### src/source/rv_isa_pkg.sv
/*
 * RV32I instruction-set definitions: field widths, data types,
 * major opcodes and funct3 codes for branches and ALU operations
 */
`default_nettype none

package rv_isa_pkg;

	localparam int XLEN      = 32;
	localparam int REG_ADR_W = 5;
	localparam int NUM_REGS  = 32;
	localparam int OPCODE_W  = 7;
	localparam int FUNCT3_W  = 3;

	typedef logic [XLEN-1:0]      word_t;
	typedef logic [XLEN-1:0]      addr_t;
	typedef logic [REG_ADR_W-1:0] reg_adr_t;
	typedef logic [XLEN-1:0]      inst_t;

	localparam logic [OPCODE_W-1:0] OP_LUI    = 7'b0110111;
	localparam logic [OPCODE_W-1:0] OP_AUIPC  = 7'b0010111;
	localparam logic [OPCODE_W-1:0] OP_JAL    = 7'b1101111;
	localparam logic [OPCODE_W-1:0] OP_JALR   = 7'b1100111;
	localparam logic [OPCODE_W-1:0] OP_BRANCH = 7'b1100011;
	localparam logic [OPCODE_W-1:0] OP_LOAD   = 7'b0000011;
	localparam logic [OPCODE_W-1:0] OP_STORE  = 7'b0100011;
	localparam logic [OPCODE_W-1:0] OP_ALUI   = 7'b0010011;
	localparam logic [OPCODE_W-1:0] OP_ALU    = 7'b0110011;

	// branch conditions
	localparam logic [FUNCT3_W-1:0] F3_BEQ  = 3'b000;
	localparam logic [FUNCT3_W-1:0] F3_BNE  = 3'b001;
	localparam logic [FUNCT3_W-1:0] F3_BLT  = 3'b100;
	localparam logic [FUNCT3_W-1:0] F3_BGE  = 3'b101;
	localparam logic [FUNCT3_W-1:0] F3_BLTU = 3'b110;
	localparam logic [FUNCT3_W-1:0] F3_BGEU = 3'b111;

	// alu operations, SRL code also selects SRA via funct7
	localparam logic [FUNCT3_W-1:0] F3_ADD  = 3'b000;
	localparam logic [FUNCT3_W-1:0] F3_SLL  = 3'b001;
	localparam logic [FUNCT3_W-1:0] F3_SLT  = 3'b010;
	localparam logic [FUNCT3_W-1:0] F3_SLTU = 3'b011;
	localparam logic [FUNCT3_W-1:0] F3_XOR  = 3'b100;
	localparam logic [FUNCT3_W-1:0] F3_SRL  = 3'b101;
	localparam logic [FUNCT3_W-1:0] F3_OR   = 3'b110;
	localparam logic [FUNCT3_W-1:0] F3_AND  = 3'b111;

endpackage

`default_nettype wire

### src/source/cpu_ctrl_pkg.sv
/*
 * Core control definitions: execution phase encoding
 * and ALU operation encoding
 */
`default_nettype none

package cpu_ctrl_pkg;

	typedef enum logic [2:0] {
		PH_IDLE = 3'd0,
		PH_IF   = 3'd1, // instruction fetch
		PH_ID   = 3'd2, // decode and register read
		PH_EX   = 3'd3,
		PH_MA   = 3'd4, // data memory access
		PH_WB   = 3'd5
	} cpu_phase_t;

	typedef enum logic [3:0] {
		ALU_ADD, ALU_SUB, ALU_SLL, ALU_SLT, ALU_SLTU, ALU_XOR,
		ALU_SRL, ALU_SRA, ALU_OR, ALU_AND, ALU_PASS_B
	} alu_op_t;

endpackage

`default_nettype wire

### src/source/cpu_sequencer.sv
/*
 * Run/quit status flags and the phase state machine
 * that steps one instruction through IF, ID, EX, MA and WB
 */
`default_nettype none

module cpu_sequencer import cpu_ctrl_pkg::*; (
	input wire clk,
	input wire i_rst,
	input wire i_cpu_start,
	input wire i_quit_cmd,
	input wire i_imr_done,
	input wire i_ma_done,
	input wire i_wb_done,
	output cpu_phase_t o_phase
);

	logic running;
	logic quit_pend;
	logic to_idle;

	// stop only at an instruction boundary
	assign to_idle = (o_phase == PH_WB) && i_wb_done && (quit_pend || i_quit_cmd);

	always_ff @(posedge clk) begin
		if (i_rst) begin
			running <= 1'b0;
			quit_pend <= 1'b0;
		end else if (to_idle) begin
			running <= 1'b0;
			quit_pend <= 1'b0;
		end else begin
			if (o_phase == PH_IDLE && i_cpu_start)
				running <= 1'b1;
			if (running && i_quit_cmd)
				quit_pend <= 1'b1; // held until WB ends
		end
	end

	always_ff @(posedge clk) begin
		if (i_rst) begin
			o_phase <= PH_IDLE;
		end else begin
			case (o_phase)
			PH_IDLE: if (i_cpu_start) o_phase <= PH_IF;
			PH_IF:   if (i_imr_done) o_phase <= PH_ID;
			PH_ID:   o_phase <= PH_EX;
			PH_EX:   o_phase <= PH_MA;
			PH_MA:   if (i_ma_done) o_phase <= PH_WB;
			PH_WB:   if (i_wb_done) o_phase <= to_idle ? PH_IDLE : PH_IF;
			default: o_phase <= PH_IDLE;
			endcase
		end
	end

	a_idle_needs_start: assert property (@(posedge clk) disable iff (i_rst)
		(o_phase == PH_IDLE && !i_cpu_start) |=> (o_phase == PH_IDLE));
	a_phase_legal: assert property (@(posedge clk) disable iff (i_rst)
		o_phase inside {PH_IDLE, PH_IF, PH_ID, PH_EX, PH_MA, PH_WB});

endmodule

`default_nettype wire

### src/source/inst_fetch.sv
/*
 * Program counter and instruction memory read
 */
`default_nettype none

module inst_fetch import rv_isa_pkg::*, cpu_ctrl_pkg::*; (
	input wire clk,
	input wire i_rst,
	input wire cpu_phase_t i_phase,
	input wire i_cpu_start,
	input wire logic [31:2] i_cpu_start_adr,
	input wire i_jmp_taken,
	input wire addr_t i_jmp_adr,
	input wire i_read_valid,
	input wire word_t i_read_data,
	output logic o_i_read_req,
	output addr_t o_i_read_adr,
	output addr_t o_pc,
	output inst_t o_inst,
	output logic o_imr_done
);

	assign o_i_read_req = (i_phase == PH_IF); // held until read valid
	assign o_i_read_adr = o_pc;
	assign o_imr_done = o_i_read_req && i_read_valid;

	always_ff @(posedge clk) begin
		if (i_rst)
			o_pc <= '0;
		else if (i_phase == PH_IDLE && i_cpu_start)
			o_pc <= {i_cpu_start_adr, 2'b00}; // word to byte address
		else if (i_phase == PH_WB)
			o_pc <= i_jmp_taken ? i_jmp_adr : o_pc + addr_t'(4);
	end

	always_ff @(posedge clk) begin
		if (o_imr_done)
			o_inst <= i_read_data;
	end

	a_iadr_stable: assert property (@(posedge clk) disable iff (i_rst)
		(o_i_read_req && !i_read_valid) |=> (o_i_read_req && $stable(o_i_read_adr)));

endmodule

`default_nettype wire

### src/source/decoder.sv
/*
 * Instruction decoder: register fields, immediates,
 * ALU operation and command flags
 */
`default_nettype none

module decoder import rv_isa_pkg::*, cpu_ctrl_pkg::*; (
	input wire inst_t i_inst,
	output reg_adr_t o_rs1_adr,
	output reg_adr_t o_rs2_adr,
	output reg_adr_t o_rd_adr,
	output word_t o_imm,
	output alu_op_t o_alu_op,
	output logic o_src_imm,
	output logic o_cmd_lui,
	output logic o_cmd_auipc,
	output logic o_cmd_jal,
	output logic o_cmd_jalr,
	output logic o_cmd_br,
	output logic [2:0] o_br_code,
	output logic o_cmd_ld,
	output logic o_cmd_st,
	output logic o_wbk_en
);

	logic [6:0] opcode;
	logic [2:0] funct3;
	logic is_alu;
	logic is_alui;
	word_t imm_i, imm_s, imm_b, imm_u, imm_j;

	assign opcode = i_inst[6:0];
	assign funct3 = i_inst[14:12];
	assign o_rs1_adr = i_inst[19:15];
	assign o_rs2_adr = i_inst[24:20];
	assign o_rd_adr = i_inst[11:7];
	assign o_br_code = funct3;

	assign imm_i = {{20{i_inst[31]}}, i_inst[31:20]};
	assign imm_s = {{20{i_inst[31]}}, i_inst[31:25], i_inst[11:7]};
	assign imm_b = {{19{i_inst[31]}}, i_inst[31], i_inst[7], i_inst[30:25], i_inst[11:8], 1'b0};
	assign imm_u = {i_inst[31:12], 12'd0};
	assign imm_j = {{11{i_inst[31]}}, i_inst[31], i_inst[19:12], i_inst[20], i_inst[30:21], 1'b0};

	assign o_cmd_lui = (opcode == OP_LUI);
	assign o_cmd_auipc = (opcode == OP_AUIPC);
	assign o_cmd_jal = (opcode == OP_JAL);
	assign o_cmd_jalr = (opcode == OP_JALR);
	assign o_cmd_br = (opcode == OP_BRANCH);
	assign o_cmd_ld = (opcode == OP_LOAD);
	assign o_cmd_st = (opcode == OP_STORE);
	assign is_alu = (opcode == OP_ALU);
	assign is_alui = (opcode == OP_ALUI);
	assign o_src_imm = !is_alu; // only R-type uses rs2 as operand

	// branches, stores and unknown opcodes write nothing
	assign o_wbk_en = (o_cmd_lui || o_cmd_auipc || o_cmd_jal || o_cmd_jalr || o_cmd_ld
		|| is_alu || is_alui) && (o_rd_adr != '0);

	always_comb begin
		case (opcode)
		OP_LUI, OP_AUIPC: o_imm = imm_u;
		OP_JAL:           o_imm = imm_j;
		OP_BRANCH:        o_imm = imm_b;
		OP_STORE:         o_imm = imm_s;
		default:          o_imm = imm_i;
		endcase
	end

	always_comb begin
		o_alu_op = ALU_ADD; // address sums for jalr, load, store
		if (o_cmd_lui) begin
			o_alu_op = ALU_PASS_B;
		end else if (is_alu || is_alui) begin
			case (funct3)
			F3_ADD:  o_alu_op = (is_alu && i_inst[30]) ? ALU_SUB : ALU_ADD;
			F3_SLL:  o_alu_op = ALU_SLL;
			F3_SLT:  o_alu_op = ALU_SLT;
			F3_SLTU: o_alu_op = ALU_SLTU;
			F3_XOR:  o_alu_op = ALU_XOR;
			F3_SRL:  o_alu_op = i_inst[30] ? ALU_SRA : ALU_SRL;
			F3_OR:   o_alu_op = ALU_OR;
			F3_AND:  o_alu_op = ALU_AND;
			default: o_alu_op = ALU_ADD;
			endcase
		end
	end

endmodule

`default_nettype wire

### src/source/register_file.sv
/*
 * General register file x1..x31, x0 reads as zero
 */
`default_nettype none

module register_file import rv_isa_pkg::*, cpu_ctrl_pkg::*; (
	input wire clk,
	input wire i_rst,
	input wire cpu_phase_t i_phase,
	input wire reg_adr_t i_rs1_adr,
	input wire reg_adr_t i_rs2_adr,
	input wire i_wbk_en,
	input wire reg_adr_t i_wbk_adr,
	input wire word_t i_wbk_data,
	output word_t o_rs1_data,
	output word_t o_rs2_data
);

	word_t regs [1:NUM_REGS-1];

	always_ff @(posedge clk) begin
		if (i_rst) begin
			for (int i = 1; i < NUM_REGS; i++)
				regs[i] <= '0;
		end else if (i_wbk_en && i_wbk_adr != '0) begin
			regs[i_wbk_adr] <= i_wbk_data;
		end
	end

	// operands captured once per instruction
	always_ff @(posedge clk) begin
		if (i_phase == PH_ID) begin
			o_rs1_data <= (i_rs1_adr == '0) ? '0 : regs[i_rs1_adr];
			o_rs2_data <= (i_rs2_adr == '0) ? '0 : regs[i_rs2_adr];
		end
	end

endmodule

`default_nettype wire

### src/source/execution.sv
/*
 * ALU, branch compare, jump targets and link address for the execute phase,
 * with results registered for the memory phase
 */
`default_nettype none

module execution import rv_isa_pkg::*, cpu_ctrl_pkg::*; (
	input wire clk,
	input wire i_rst,
	input wire cpu_phase_t i_phase,
	input wire addr_t i_pc,
	input wire word_t i_rs1_data,
	input wire word_t i_rs2_data,
	input wire reg_adr_t i_rd_adr,
	input wire word_t i_imm,
	input wire alu_op_t i_alu_op,
	input wire i_src_imm,
	input wire i_cmd_lui,
	input wire i_cmd_auipc,
	input wire i_cmd_jal,
	input wire i_cmd_jalr,
	input wire i_cmd_br,
	input wire logic [2:0] i_br_code,
	input wire i_cmd_ld,
	input wire i_cmd_st,
	input wire i_wbk_en,
	output word_t o_result,
	output word_t o_store_data,
	output reg_adr_t o_rd_adr,
	output logic o_wbk_en,
	output logic o_cmd_ld,
	output logic o_cmd_st,
	output logic o_jmp_taken,
	output addr_t o_jmp_adr
);

	word_t opb, alu_out, pc_imm, pc_4, result;
	logic br_cond;

	assign opb = i_src_imm ? i_imm : i_rs2_data;
	assign pc_imm = i_pc + i_imm; // auipc, jal and branch target
	assign pc_4 = i_pc + word_t'(4);

	always_comb begin
		case (i_alu_op)
		ALU_ADD:    alu_out = i_rs1_data + opb;
		ALU_SUB:    alu_out = i_rs1_data - opb;
		ALU_SLL:    alu_out = i_rs1_data << opb[4:0];
		ALU_SLT:    alu_out = word_t'($signed(i_rs1_data) < $signed(opb));
		ALU_SLTU:   alu_out = word_t'(i_rs1_data < opb);
		ALU_XOR:    alu_out = i_rs1_data ^ opb;
		ALU_SRL:    alu_out = i_rs1_data >> opb[4:0];
		ALU_SRA:    alu_out = $signed(i_rs1_data) >>> opb[4:0];
		ALU_OR:     alu_out = i_rs1_data | opb;
		ALU_AND:    alu_out = i_rs1_data & opb;
		ALU_PASS_B: alu_out = opb; // lui
		default:    alu_out = '0;
		endcase
	end

	always_comb begin
		case (i_br_code)
		F3_BEQ:  br_cond = (i_rs1_data == i_rs2_data);
		F3_BNE:  br_cond = (i_rs1_data != i_rs2_data);
		F3_BLT:  br_cond = ($signed(i_rs1_data) < $signed(i_rs2_data));
		F3_BGE:  br_cond = ($signed(i_rs1_data) >= $signed(i_rs2_data));
		F3_BLTU: br_cond = (i_rs1_data < i_rs2_data);
		F3_BGEU: br_cond = (i_rs1_data >= i_rs2_data);
		default: br_cond = 1'b0; // reserved codes fall through
		endcase
	end

	assign result = (i_cmd_jal || i_cmd_jalr) ? pc_4 : i_cmd_auipc ? pc_imm : alu_out;

	always_ff @(posedge clk) begin
		if (i_rst) begin
			o_wbk_en <= 1'b0;
			o_cmd_ld <= 1'b0;
			o_cmd_st <= 1'b0;
			o_jmp_taken <= 1'b0;
		end else if (i_phase == PH_EX) begin
			o_wbk_en <= i_wbk_en;
			o_cmd_ld <= i_cmd_ld;
			o_cmd_st <= i_cmd_st;
			o_jmp_taken <= i_cmd_jal || i_cmd_jalr || (i_cmd_br && br_cond);
		end
	end

	always_ff @(posedge clk) begin
		if (i_phase == PH_EX) begin
			o_result <= result; // also the load/store address
			o_store_data <= i_rs2_data;
			o_rd_adr <= i_rd_adr;
			o_jmp_adr <= i_cmd_jalr ? {alu_out[31:1], 1'b0} : pc_imm;
		end
	end

endmodule

`default_nettype wire

### src/source/data_rw_mem.sv
/*
 * Memory access phase: word load/store requests,
 * write-back data select and register write strobe
 */
`default_nettype none

module data_rw_mem import rv_isa_pkg::*, cpu_ctrl_pkg::*; (
	input wire clk,
	input wire i_rst,
	input wire cpu_phase_t i_phase,
	input wire word_t i_result,
	input wire word_t i_store_data,
	input wire reg_adr_t i_rd_adr,
	input wire i_wbk_en,
	input wire i_cmd_ld,
	input wire i_cmd_st,
	input wire i_read_valid,
	input wire word_t i_read_data,
	input wire i_write_finish,
	output logic o_d_read_req,
	output addr_t o_d_read_adr,
	output logic o_d_write_req,
	output addr_t o_d_write_adr,
	output word_t o_d_write_data,
	output logic o_ma_done,
	output logic o_wbk_en,
	output reg_adr_t o_wbk_adr,
	output word_t o_wbk_data,
	output logic o_wb_done
);

	word_t ld_data;

	assign o_d_read_req = (i_phase == PH_MA) && i_cmd_ld;
	assign o_d_write_req = (i_phase == PH_MA) && i_cmd_st;
	assign o_d_read_adr = i_result;
	assign o_d_write_adr = i_result;
	assign o_d_write_data = i_store_data;

	// other instructions pass through MA in one cycle
	assign o_ma_done = (i_phase == PH_MA) && (i_cmd_ld ? i_read_valid :
		i_cmd_st ? i_write_finish : 1'b1);

	always_ff @(posedge clk) begin
		if (o_d_read_req && i_read_valid)
			ld_data <= i_read_data;
	end

	assign o_wbk_en = (i_phase == PH_WB) && i_wbk_en;
	assign o_wbk_adr = i_rd_adr;
	assign o_wbk_data = i_cmd_ld ? ld_data : i_result;
	assign o_wb_done = (i_phase == PH_WB);

	a_rw_exclusive: assert property (@(posedge clk) disable iff (i_rst)
		!(o_d_read_req && o_d_write_req));

endmodule

`default_nettype wire

### src/source/cpu_top.sv
/*
 * RV32I multi-cycle core top level joining the sequencer, fetch, decode,
 * register file, execute and memory access blocks
 */
`default_nettype none

module cpu_top import rv_isa_pkg::*, cpu_ctrl_pkg::*; (
	input wire clk,
	input wire i_rst,
	input wire i_cpu_start,
	input wire logic [31:2] i_cpu_start_adr,
	input wire i_quit_cmd,
	output addr_t o_pc_data,
	output logic o_i_read_req,
	output addr_t o_i_read_adr,
	output logic o_d_read_req,
	output addr_t o_d_read_adr,
	input wire i_read_valid,
	input wire word_t i_read_data,
	output logic o_d_write_req,
	output addr_t o_d_write_adr,
	output word_t o_d_write_data,
	input wire i_write_finish
);

	cpu_phase_t phase;
	logic imr_done, ma_done, wb_done;
	inst_t inst;
	reg_adr_t rs1_adr, rs2_adr, dec_rd_adr, ma_rd_adr, wbk_adr;
	word_t imm, rs1_data, rs2_data, result, store_data, wbk_data;
	alu_op_t alu_op;
	logic src_imm, cmd_lui, cmd_auipc, cmd_jal, cmd_jalr, cmd_br;
	logic [2:0] br_code;
	logic dec_cmd_ld, dec_cmd_st, dec_wbk_en;
	logic ma_cmd_ld, ma_cmd_st, ma_wbk_en, wbk_en;
	logic jmp_taken;
	addr_t jmp_adr;

	cpu_sequencer cpu_sequencer (
		.clk(clk), .i_rst(i_rst), .i_cpu_start(i_cpu_start), .i_quit_cmd(i_quit_cmd),
		.i_imr_done(imr_done), .i_ma_done(ma_done), .i_wb_done(wb_done), .o_phase(phase));

	inst_fetch inst_fetch (
		.clk(clk), .i_rst(i_rst), .i_phase(phase), .i_cpu_start(i_cpu_start),
		.i_cpu_start_adr(i_cpu_start_adr), .i_jmp_taken(jmp_taken), .i_jmp_adr(jmp_adr),
		.i_read_valid(i_read_valid), .i_read_data(i_read_data),
		.o_i_read_req(o_i_read_req), .o_i_read_adr(o_i_read_adr), .o_pc(o_pc_data),
		.o_inst(inst), .o_imr_done(imr_done));

	decoder decoder (
		.i_inst(inst), .o_rs1_adr(rs1_adr), .o_rs2_adr(rs2_adr), .o_rd_adr(dec_rd_adr),
		.o_imm(imm), .o_alu_op(alu_op), .o_src_imm(src_imm), .o_cmd_lui(cmd_lui),
		.o_cmd_auipc(cmd_auipc), .o_cmd_jal(cmd_jal), .o_cmd_jalr(cmd_jalr),
		.o_cmd_br(cmd_br), .o_br_code(br_code), .o_cmd_ld(dec_cmd_ld),
		.o_cmd_st(dec_cmd_st), .o_wbk_en(dec_wbk_en));

	register_file register_file (
		.clk(clk), .i_rst(i_rst), .i_phase(phase), .i_rs1_adr(rs1_adr),
		.i_rs2_adr(rs2_adr), .i_wbk_en(wbk_en), .i_wbk_adr(wbk_adr),
		.i_wbk_data(wbk_data), .o_rs1_data(rs1_data), .o_rs2_data(rs2_data));

	execution execution (
		.clk(clk), .i_rst(i_rst), .i_phase(phase), .i_pc(o_pc_data),
		.i_rs1_data(rs1_data), .i_rs2_data(rs2_data), .i_rd_adr(dec_rd_adr), .i_imm(imm),
		.i_alu_op(alu_op), .i_src_imm(src_imm), .i_cmd_lui(cmd_lui),
		.i_cmd_auipc(cmd_auipc), .i_cmd_jal(cmd_jal), .i_cmd_jalr(cmd_jalr),
		.i_cmd_br(cmd_br), .i_br_code(br_code), .i_cmd_ld(dec_cmd_ld),
		.i_cmd_st(dec_cmd_st), .i_wbk_en(dec_wbk_en), .o_result(result),
		.o_store_data(store_data), .o_rd_adr(ma_rd_adr), .o_wbk_en(ma_wbk_en),
		.o_cmd_ld(ma_cmd_ld), .o_cmd_st(ma_cmd_st), .o_jmp_taken(jmp_taken),
		.o_jmp_adr(jmp_adr));

	// fetch and load never overlap on the shared read response bus
	data_rw_mem data_rw_mem (
		.clk(clk), .i_rst(i_rst), .i_phase(phase), .i_result(result),
		.i_store_data(store_data), .i_rd_adr(ma_rd_adr), .i_wbk_en(ma_wbk_en),
		.i_cmd_ld(ma_cmd_ld), .i_cmd_st(ma_cmd_st), .i_read_valid(i_read_valid),
		.i_read_data(i_read_data), .i_write_finish(i_write_finish),
		.o_d_read_req(o_d_read_req), .o_d_read_adr(o_d_read_adr),
		.o_d_write_req(o_d_write_req), .o_d_write_adr(o_d_write_adr),
		.o_d_write_data(o_d_write_data), .o_ma_done(ma_done), .o_wbk_en(wbk_en),
		.o_wbk_adr(wbk_adr), .o_wbk_data(wbk_data), .o_wb_done(wb_done));

endmodule

`default_nettype wire

### config.mk
export PLATFORM = sky130hd
export DESIGN_NAME = cpu_top
export DESIGN_NICKNAME = d
export VERILOG_FILES = /design/src/source/rv_isa_pkg.sv /design/src/source/cpu_ctrl_pkg.sv /design/src/source/cpu_sequencer.sv /design/src/source/inst_fetch.sv /design/src/source/decoder.sv /design/src/source/register_file.sv /design/src/source/execution.sv /design/src/source/data_rw_mem.sv /design/src/source/cpu_top.sv
export SDC_FILE = /design/constraint.sdc
export NUM_CORES = 2
export LEC_CHECK = 0
export ABC_AREA = 0
export BUFFER_PORTS_ARGS = -buffer_cell sky130_fd_sc_hd__buf_2
export CORE_MARGIN = 2
export CORE_UTILIZATION = 32
export CTS_CLUSTER_SIZE = 20
export DETAILED_ROUTE_END_ITERATION = 10
export GPL_ROUTABILITY_DRIVEN = 1
export PLACE_DENSITY = 0.58
export SYNTH_ARGS = -nofsm -noshare
export SYNTH_HDL_FRONTEND = slang
export SYNTH_SLANG_ARGS = --single-unit
### constraint.sdc
create_clock -name clk -period 6.6 [get_ports clk]
set_input_delay 1.32 -clock clk [delete_from_list [all_inputs] [get_ports clk]]
set_output_delay 1.32 -clock clk [all_outputs]
set_load 0.01 [all_outputs]
---- After elaboration in Yosys (flattened, before gate mapping) ----
Memory sizes are Yosys's and may differ from the RTL's. A register that Yosys moved wholly into a read port is not among the register bits.
Cells that the tools add are included.
word-level totals
  flip-flop bits (word level) ............. 206
  memory bits (writable) .................. 992
  bits of input ports ..................... 68
  output and inout port bits .............. 163
  word-level logic and storage cells ...... 136
  memories ................................ 1
operators by class
  add/sub/neg operators ................... 4
  $lt $le $gt $ge ......................... 6
  equality and inequality tests ........... 36
  shift-type cells ........................ 3
  multiplexer cells ....................... 31
  bitwise operators ....................... 3
  reductions and logical operators ........ 36
memory list
  name                depth  width  rd ports  clocked after Yosys merged registers in  wr ports  line                 RTL
  register_file.regs  31     32     2         2                                        31        register_file.sv:19  word_t regs [1:NUM_REGS-1];
operators by type and width
  kind                   number
  $pmux 32 s11           1
  $mux 32                9
  $lt 32x32->1           4
  $pmux 31 s4            1
  $add 32x32->32         2
  $ge 32x32->1           2
  $add 32x3->32 const B  1
  $and 32x32->32         1
  $eq 32x32->1           1
  $ne 32x32->1           1
  $or 32x32->32          1
  $pmux 4 s8             1
  $reduce_or 32->1       1
  $shl 32x5->32          1
  $shr 32x5->32          1
  $sshr 32x5->32         1
  $sub 32x32->32         1
  $xor 32x32->32         1
  $eq 7x6->1 const B     3
  $eq 7x7->1 const B     3
  $eq 3x3->1 const B     6
  $pmux 3 s6             1
  $eq 4x3->1 const B     4
  $eq 7x5->1 const B     2
  other kinds (22)       69

---- Logic depth before layout (Yosys ltp) ----
  depth after elaboration ................. 10
  mapped depth ............................ 25
  depth with buffers taken out ............ 21

---- Modules after synthesis ----
From an unflattened synthesis, not the netlist that was laid out.
unflattened totals
  cell total of the unflattened synthesis .. 6440
  area, all modules ....................... 80267.0 sq um
by module, submodules not included
  module         instances  cells an instance  area an instance (sq um)  seq. area each (sq um)
  register_file  1          3643               56560.5                   32671.3
  execution      1          2149               16930.0                   3113.0
  inst_fetch     1          335                3453.3                    1601.5
  data_rw_mem    1          178                2312.2                    960.9
  decoder        1          108                764.5                     0.0
  cpu_sequencer  1          27                 246.5                     100.1

---- Worst setup path after synthesis ----
Ideal clock, no wire load.
  path kind ............................... reg2reg
  start ................................... register inst_fetch.o_inst[6]
  end ..................................... register execution.o_jmp_adr[27] (data pin)
  setup time .............................. 281 ps
  arrival time ............................ 4978 ps
  required time ........................... 6319 ps
  slack ................................... 1341 ps
  stages on the path, launching flop included .. 21
  buffers on the path ..................... 5
  period minus slack after synthesis ...... 5259 ps
  path through ............................ edfxtp_1 > and3b_1 > buf_2 > o21a_1 > o211a_4 > clkbuf_1 > buf_1 > clkbuf_1 > buf_2 > ha_1 > a211oi_1 > o21ai_0 > a41oi_1 > o31a_1 > o21ai_0 > o31a_1 > a21o_1 > a21oi_1 > mux2i_1 > a2111oi_0 > mux2i_1
between the ends
  cells in the longest elaborated chain, start to end .. 9
  elaborated cells on any way between the ends .. 39
  classes of those cells .................. 3 x add/sub; 18 x eq/ne; 3 x shift; 8 x mux; 3 x bitwise; 4 x reduce/logical
ends and longest elaborated chain
  element                                                                 line              RTL
  start: declaration                                                      inst_fetch.sv:19  output inst_t o_inst,
  start signal: assignment                                                inst_fetch.sv:38  o_inst <= i_read_data;
  parallel branches: the longest is 8 deep, another holds $sub 32x32->32  --
  $mux 32 (*)                                                             execution.sv:94   o_jmp_adr <= i_cmd_jalr ? {alu_out[31:1], 1'b0} : pc_imm;
  end signal: assignment                                                  execution.sv:94
  end: declaration                                                        execution.sv:34   output addr_t o_jmp_adr
Mark *: on every way between the ends.
A chain may end at the register's enable or synchronous reset.

---- Final worst setup path ----
  start ................................... register inst_fetch.o_inst[3]
  end ..................................... register execution.o_jmp_adr[19] (data pin)
The elaborated chain is that of the path after synthesis.

==> results_dict.tcl <==
set metrics [dict create \
    synth-edff-count 1253 \
    clock_tree.buffer_depth 3 \
    power.density_nw_per_um2 240.9 \
    setup_violations 0 \
    fin_setup_tns_ns 0 \
    cts_tree "done" \
    start_kind "flop" \
    cts_sinks 1294 \
    avgSynthCellArea_sq_um 12.43 \
    cts_hold_buf 0 \
    die_area_sq_um 240400 \
    synthTopCellsByArea "edfxtp_1 (50%), mux4_2 (19%), nor2_1 (6.2%)" \
    cp_max_fo 12 \
    place_area_sq_um 80740 \
    grt_usage 0.2696 \
    worst_setup_path_end_kind "flop" \
    fmaxAchievable_mhz 157.6 \
    worst_ep_arrival_time_ns 6.87 \
    hold_viol_final 0 \
    initial_utilization 0.3218 \
    ios 231 \
    drt_iter0_markers 8868 \
    synth_common_cells "edfxtp_1 (1253), nor2_1 (1245), mux4_2 (640)" \
    post-route-period-util 0.9615 \
    synth_ff_type "edfxtp_1" \
    post_cts_buffers 0 \
    r2r_slack_ns 0.25 \
    rows 178 \
    worstMarginPinSlew_ns 1.353 \
    die_x_microns 490.3 \
    timing.final.crit_period_ns 6.346 \
    drt-total-wl_microns 333000 \
    p_leak_nw 31.48 \
    startpoint "inst_fetch.o_inst[3]" \
    overflow 0 \
    antenna_found_initial 20 \
    area_growth_pct 12.78 \
    status "completed" \
    ys_ff_latch 1294 \
    ys_types 112 \
    drtAntennaViolNets 0 \
    peakVddDrop_mv 0.3161 \
    fin_area_sq_um 85360 \
    yosysWarnings 0 \
    worstReg2RegEnd "execution.o_jmp_adr[19]" \
    grt_max_degree 130 \
    yosysMostFrequentCell "edfxtp_1" \
    place_congestion 1.026 \
    ctsHtreeMaxLevel 4 \
    die_h_microns 490.3 \
    grt_pass1_wl_microns 455100 \
    numCtsBuffers 146 \
    max_cap_viol_count 0 \
    cts_resized 0 \
    cts.clk_slew.worst_paths_ns 0.06 \
    slew_violations 0 \
    netlist_instances 6089 \
    cts-root-buf "clkbuf_16" \
    drc 0 \
    port_buffers 230 \
    yosys.area.top_type_share 0.4971 \
    ys_seq_area_frac 0.5080 \
    hpwl_microns 223600 \
    avgRoutedWirePerCell_microns 35.48 \
    clkLatencyLatePin_ns 0.83 \
    criticalPathCategory "reg2reg" \
    drt_pass1_iterations 9 \
    syn_area_sq_um 75690 \
    worst_slew_margin_rel 0.07878 \
    endpoint "execution.o_jmp_adr[19]" \
    fin_nets 6355 \
    worst_clock_skew_ns 0.06112 \
    grt_setup_unrepaired "no" \
    drive_above_1_share 0.2362 \
    async_reset_ff_frac 0 \
    yosysTopAreaCell "edfxtp_1" \
    grt_pass1_vias 55810 \
    hp-class "reg2reg" \
    vias_per_cell 6.164 \
    vias 57850 \
    reg2reg_depth 21 \
    r2r_start "inst_fetch.o_inst[3]" \
    coreArea_sq_um 235200 \
    cp.required_ns 7.12 \
]
layout make-up:
type                            count  area [sq um]
Sequential cell                  1294         38450
Clock buffer                      184          3826
Fill cell                       22700        149800
Antenna cell                        7         17.52
Tap cell                         3150          3941
Clock inverter                     76         778.2
Multi-Input combinational cell   4048         34760
Timing Repair Buffer              445          2890
Inverter                          182         698.2
kinds of logic (layout without fill, tap and decap cells):
group / Yosys count / count (layout) / share of synthesized area
buffers and inverters: 778 / 887 / 0.04353
AOI/OAI and AO/OA: 933 / 933 / 0.08249
muxes: 850 / 850 / 0.2186
and+or+nand+nor: 1984 / 1984 / 0.1100
other: 1 / 39 / 0.00004954
adders and majority gates: 171 / 171 / 0.02833
DFF: 1294 / 1294 / 0.5080
xor gates and xnor gates: 78 / 78 / 0.009026
through the flow:
step	setup WS [ns]	hold slack [ns]	cells	utilization	total power, mW
3_5_place_dp	0.4582	0.4763	9119	0.3433	12.64
5_1_grt	0.03470	0.5164	9380	0.3629	21.06
2_1_floorplan	1.341	0.4264	6120	-	11.39
4_1_cts	0.4475	0.4838	9379	0.3629	20.55
3_3_place_gp	0.3088	0.4597	9119	0.3433	12.62
6_report	0.2543	0.4842	9386	0.3630	20.56
how the worst min path moves through the flow:
stage	start	to	slack (ns)	cells past startpoint
3_5_place_dp	execution.o_wbk_en	execution.o_wbk_en	0.48	2
6_report	execution.o_wbk_en	execution.o_wbk_en	0.48	2
3_3_place_gp	execution.o_wbk_en	execution.o_wbk_en	0.46	2
4_1_cts	execution.o_wbk_en	execution.o_wbk_en	0.48	2
5_1_grt	cpu_sequencer.running	cpu_sequencer.running	0.52	2
2_1_floorplan	register_file.o_rs2_data[11]	execution.o_store_data[11]	0.43	0
placed cells by master (no fill, tap or decap), types with 32 or more instances in the layout:
master and n:
nand2_1 339, edfxtp_1 1253, nor3_1 50, nand2_2 32, o211ai_1 35, nor2_1 1239, a21oi_1 262, and3_1 38
dfxtp_1 40, mux2i_4 32, clkinv_1 34, clkbuf_16 146, mux2i_1 155, ha_1 169, mux4_2 640, inv_1 172
clkbuf_1 35, a21o_1 66, conb_1 32, a222oi_1 37, buf_4 205, buf_2 230, nand3_1 73, o21ai_0 185
xnor2_1 53
registers in the layout, summed over array words and instances, names as in the netlist, named ones only:
name and cells:
data_rw_mem.ld_data 32, execution.o_rd_adr 5, execution.o_store_data 32, register_file.regs 1024, execution.o_cmd_st 1, inst_fetch.o_i_read_adr 30
cpu_sequencer.running 1, execution.o_jmp_adr 32, execution.o_cmd_ld 1, execution.o_wbk_en 1, inst_fetch.o_inst 32, execution.o_jmp_taken 1
register_file.o_rs1_data 32, execution.o_result 32, cpu_sequencer.quit_pend 1, register_file.o_rs2_data 32, cpu_sequencer.o_phase 3
per-layer routing:
layer,part of all wire,vias up,track usage
met5,0.000081,-,0
met4,0.068,4,0.1581
met3,0.11,812,0.06206
met2,0.45,4396,0.4151
met1,0.37,29560,0.3477
li1,-,23080,-
report_power, final:
group | switching [mW] | leakage (nW) | internal, mW
clock | 3.57 | 2.22 | 4.43
combinational | 1.89 | 16.3 | 1.08
sequential | 0.276 | 13.0 | 9.31
critical path, cell delays in order, from the launching register on:
cell,delay (ns)
edfxtp_1,0.46
and4b_1,0.44
nand2_1,0.30
buf_4,0.27
nand2_1,0.24
a21o_1,0.31
mux2_2,0.27
inv_1,0.08
ha_1,0.57
inv_1,0.28
a21oi_1,0.29
nor2_1,0.07
nor2_1,0.11
o21bai_1,0.09
o21bai_1,0.24
mux2i_1,0.44
o221ai_1,0.33
a31oi_1,0.23
o2111ai_1,0.39
a211oi_1,0.35
buf_4,0.20
o21ai_0,0.09
No activity file was read; power rests on OpenSTA's default activity.
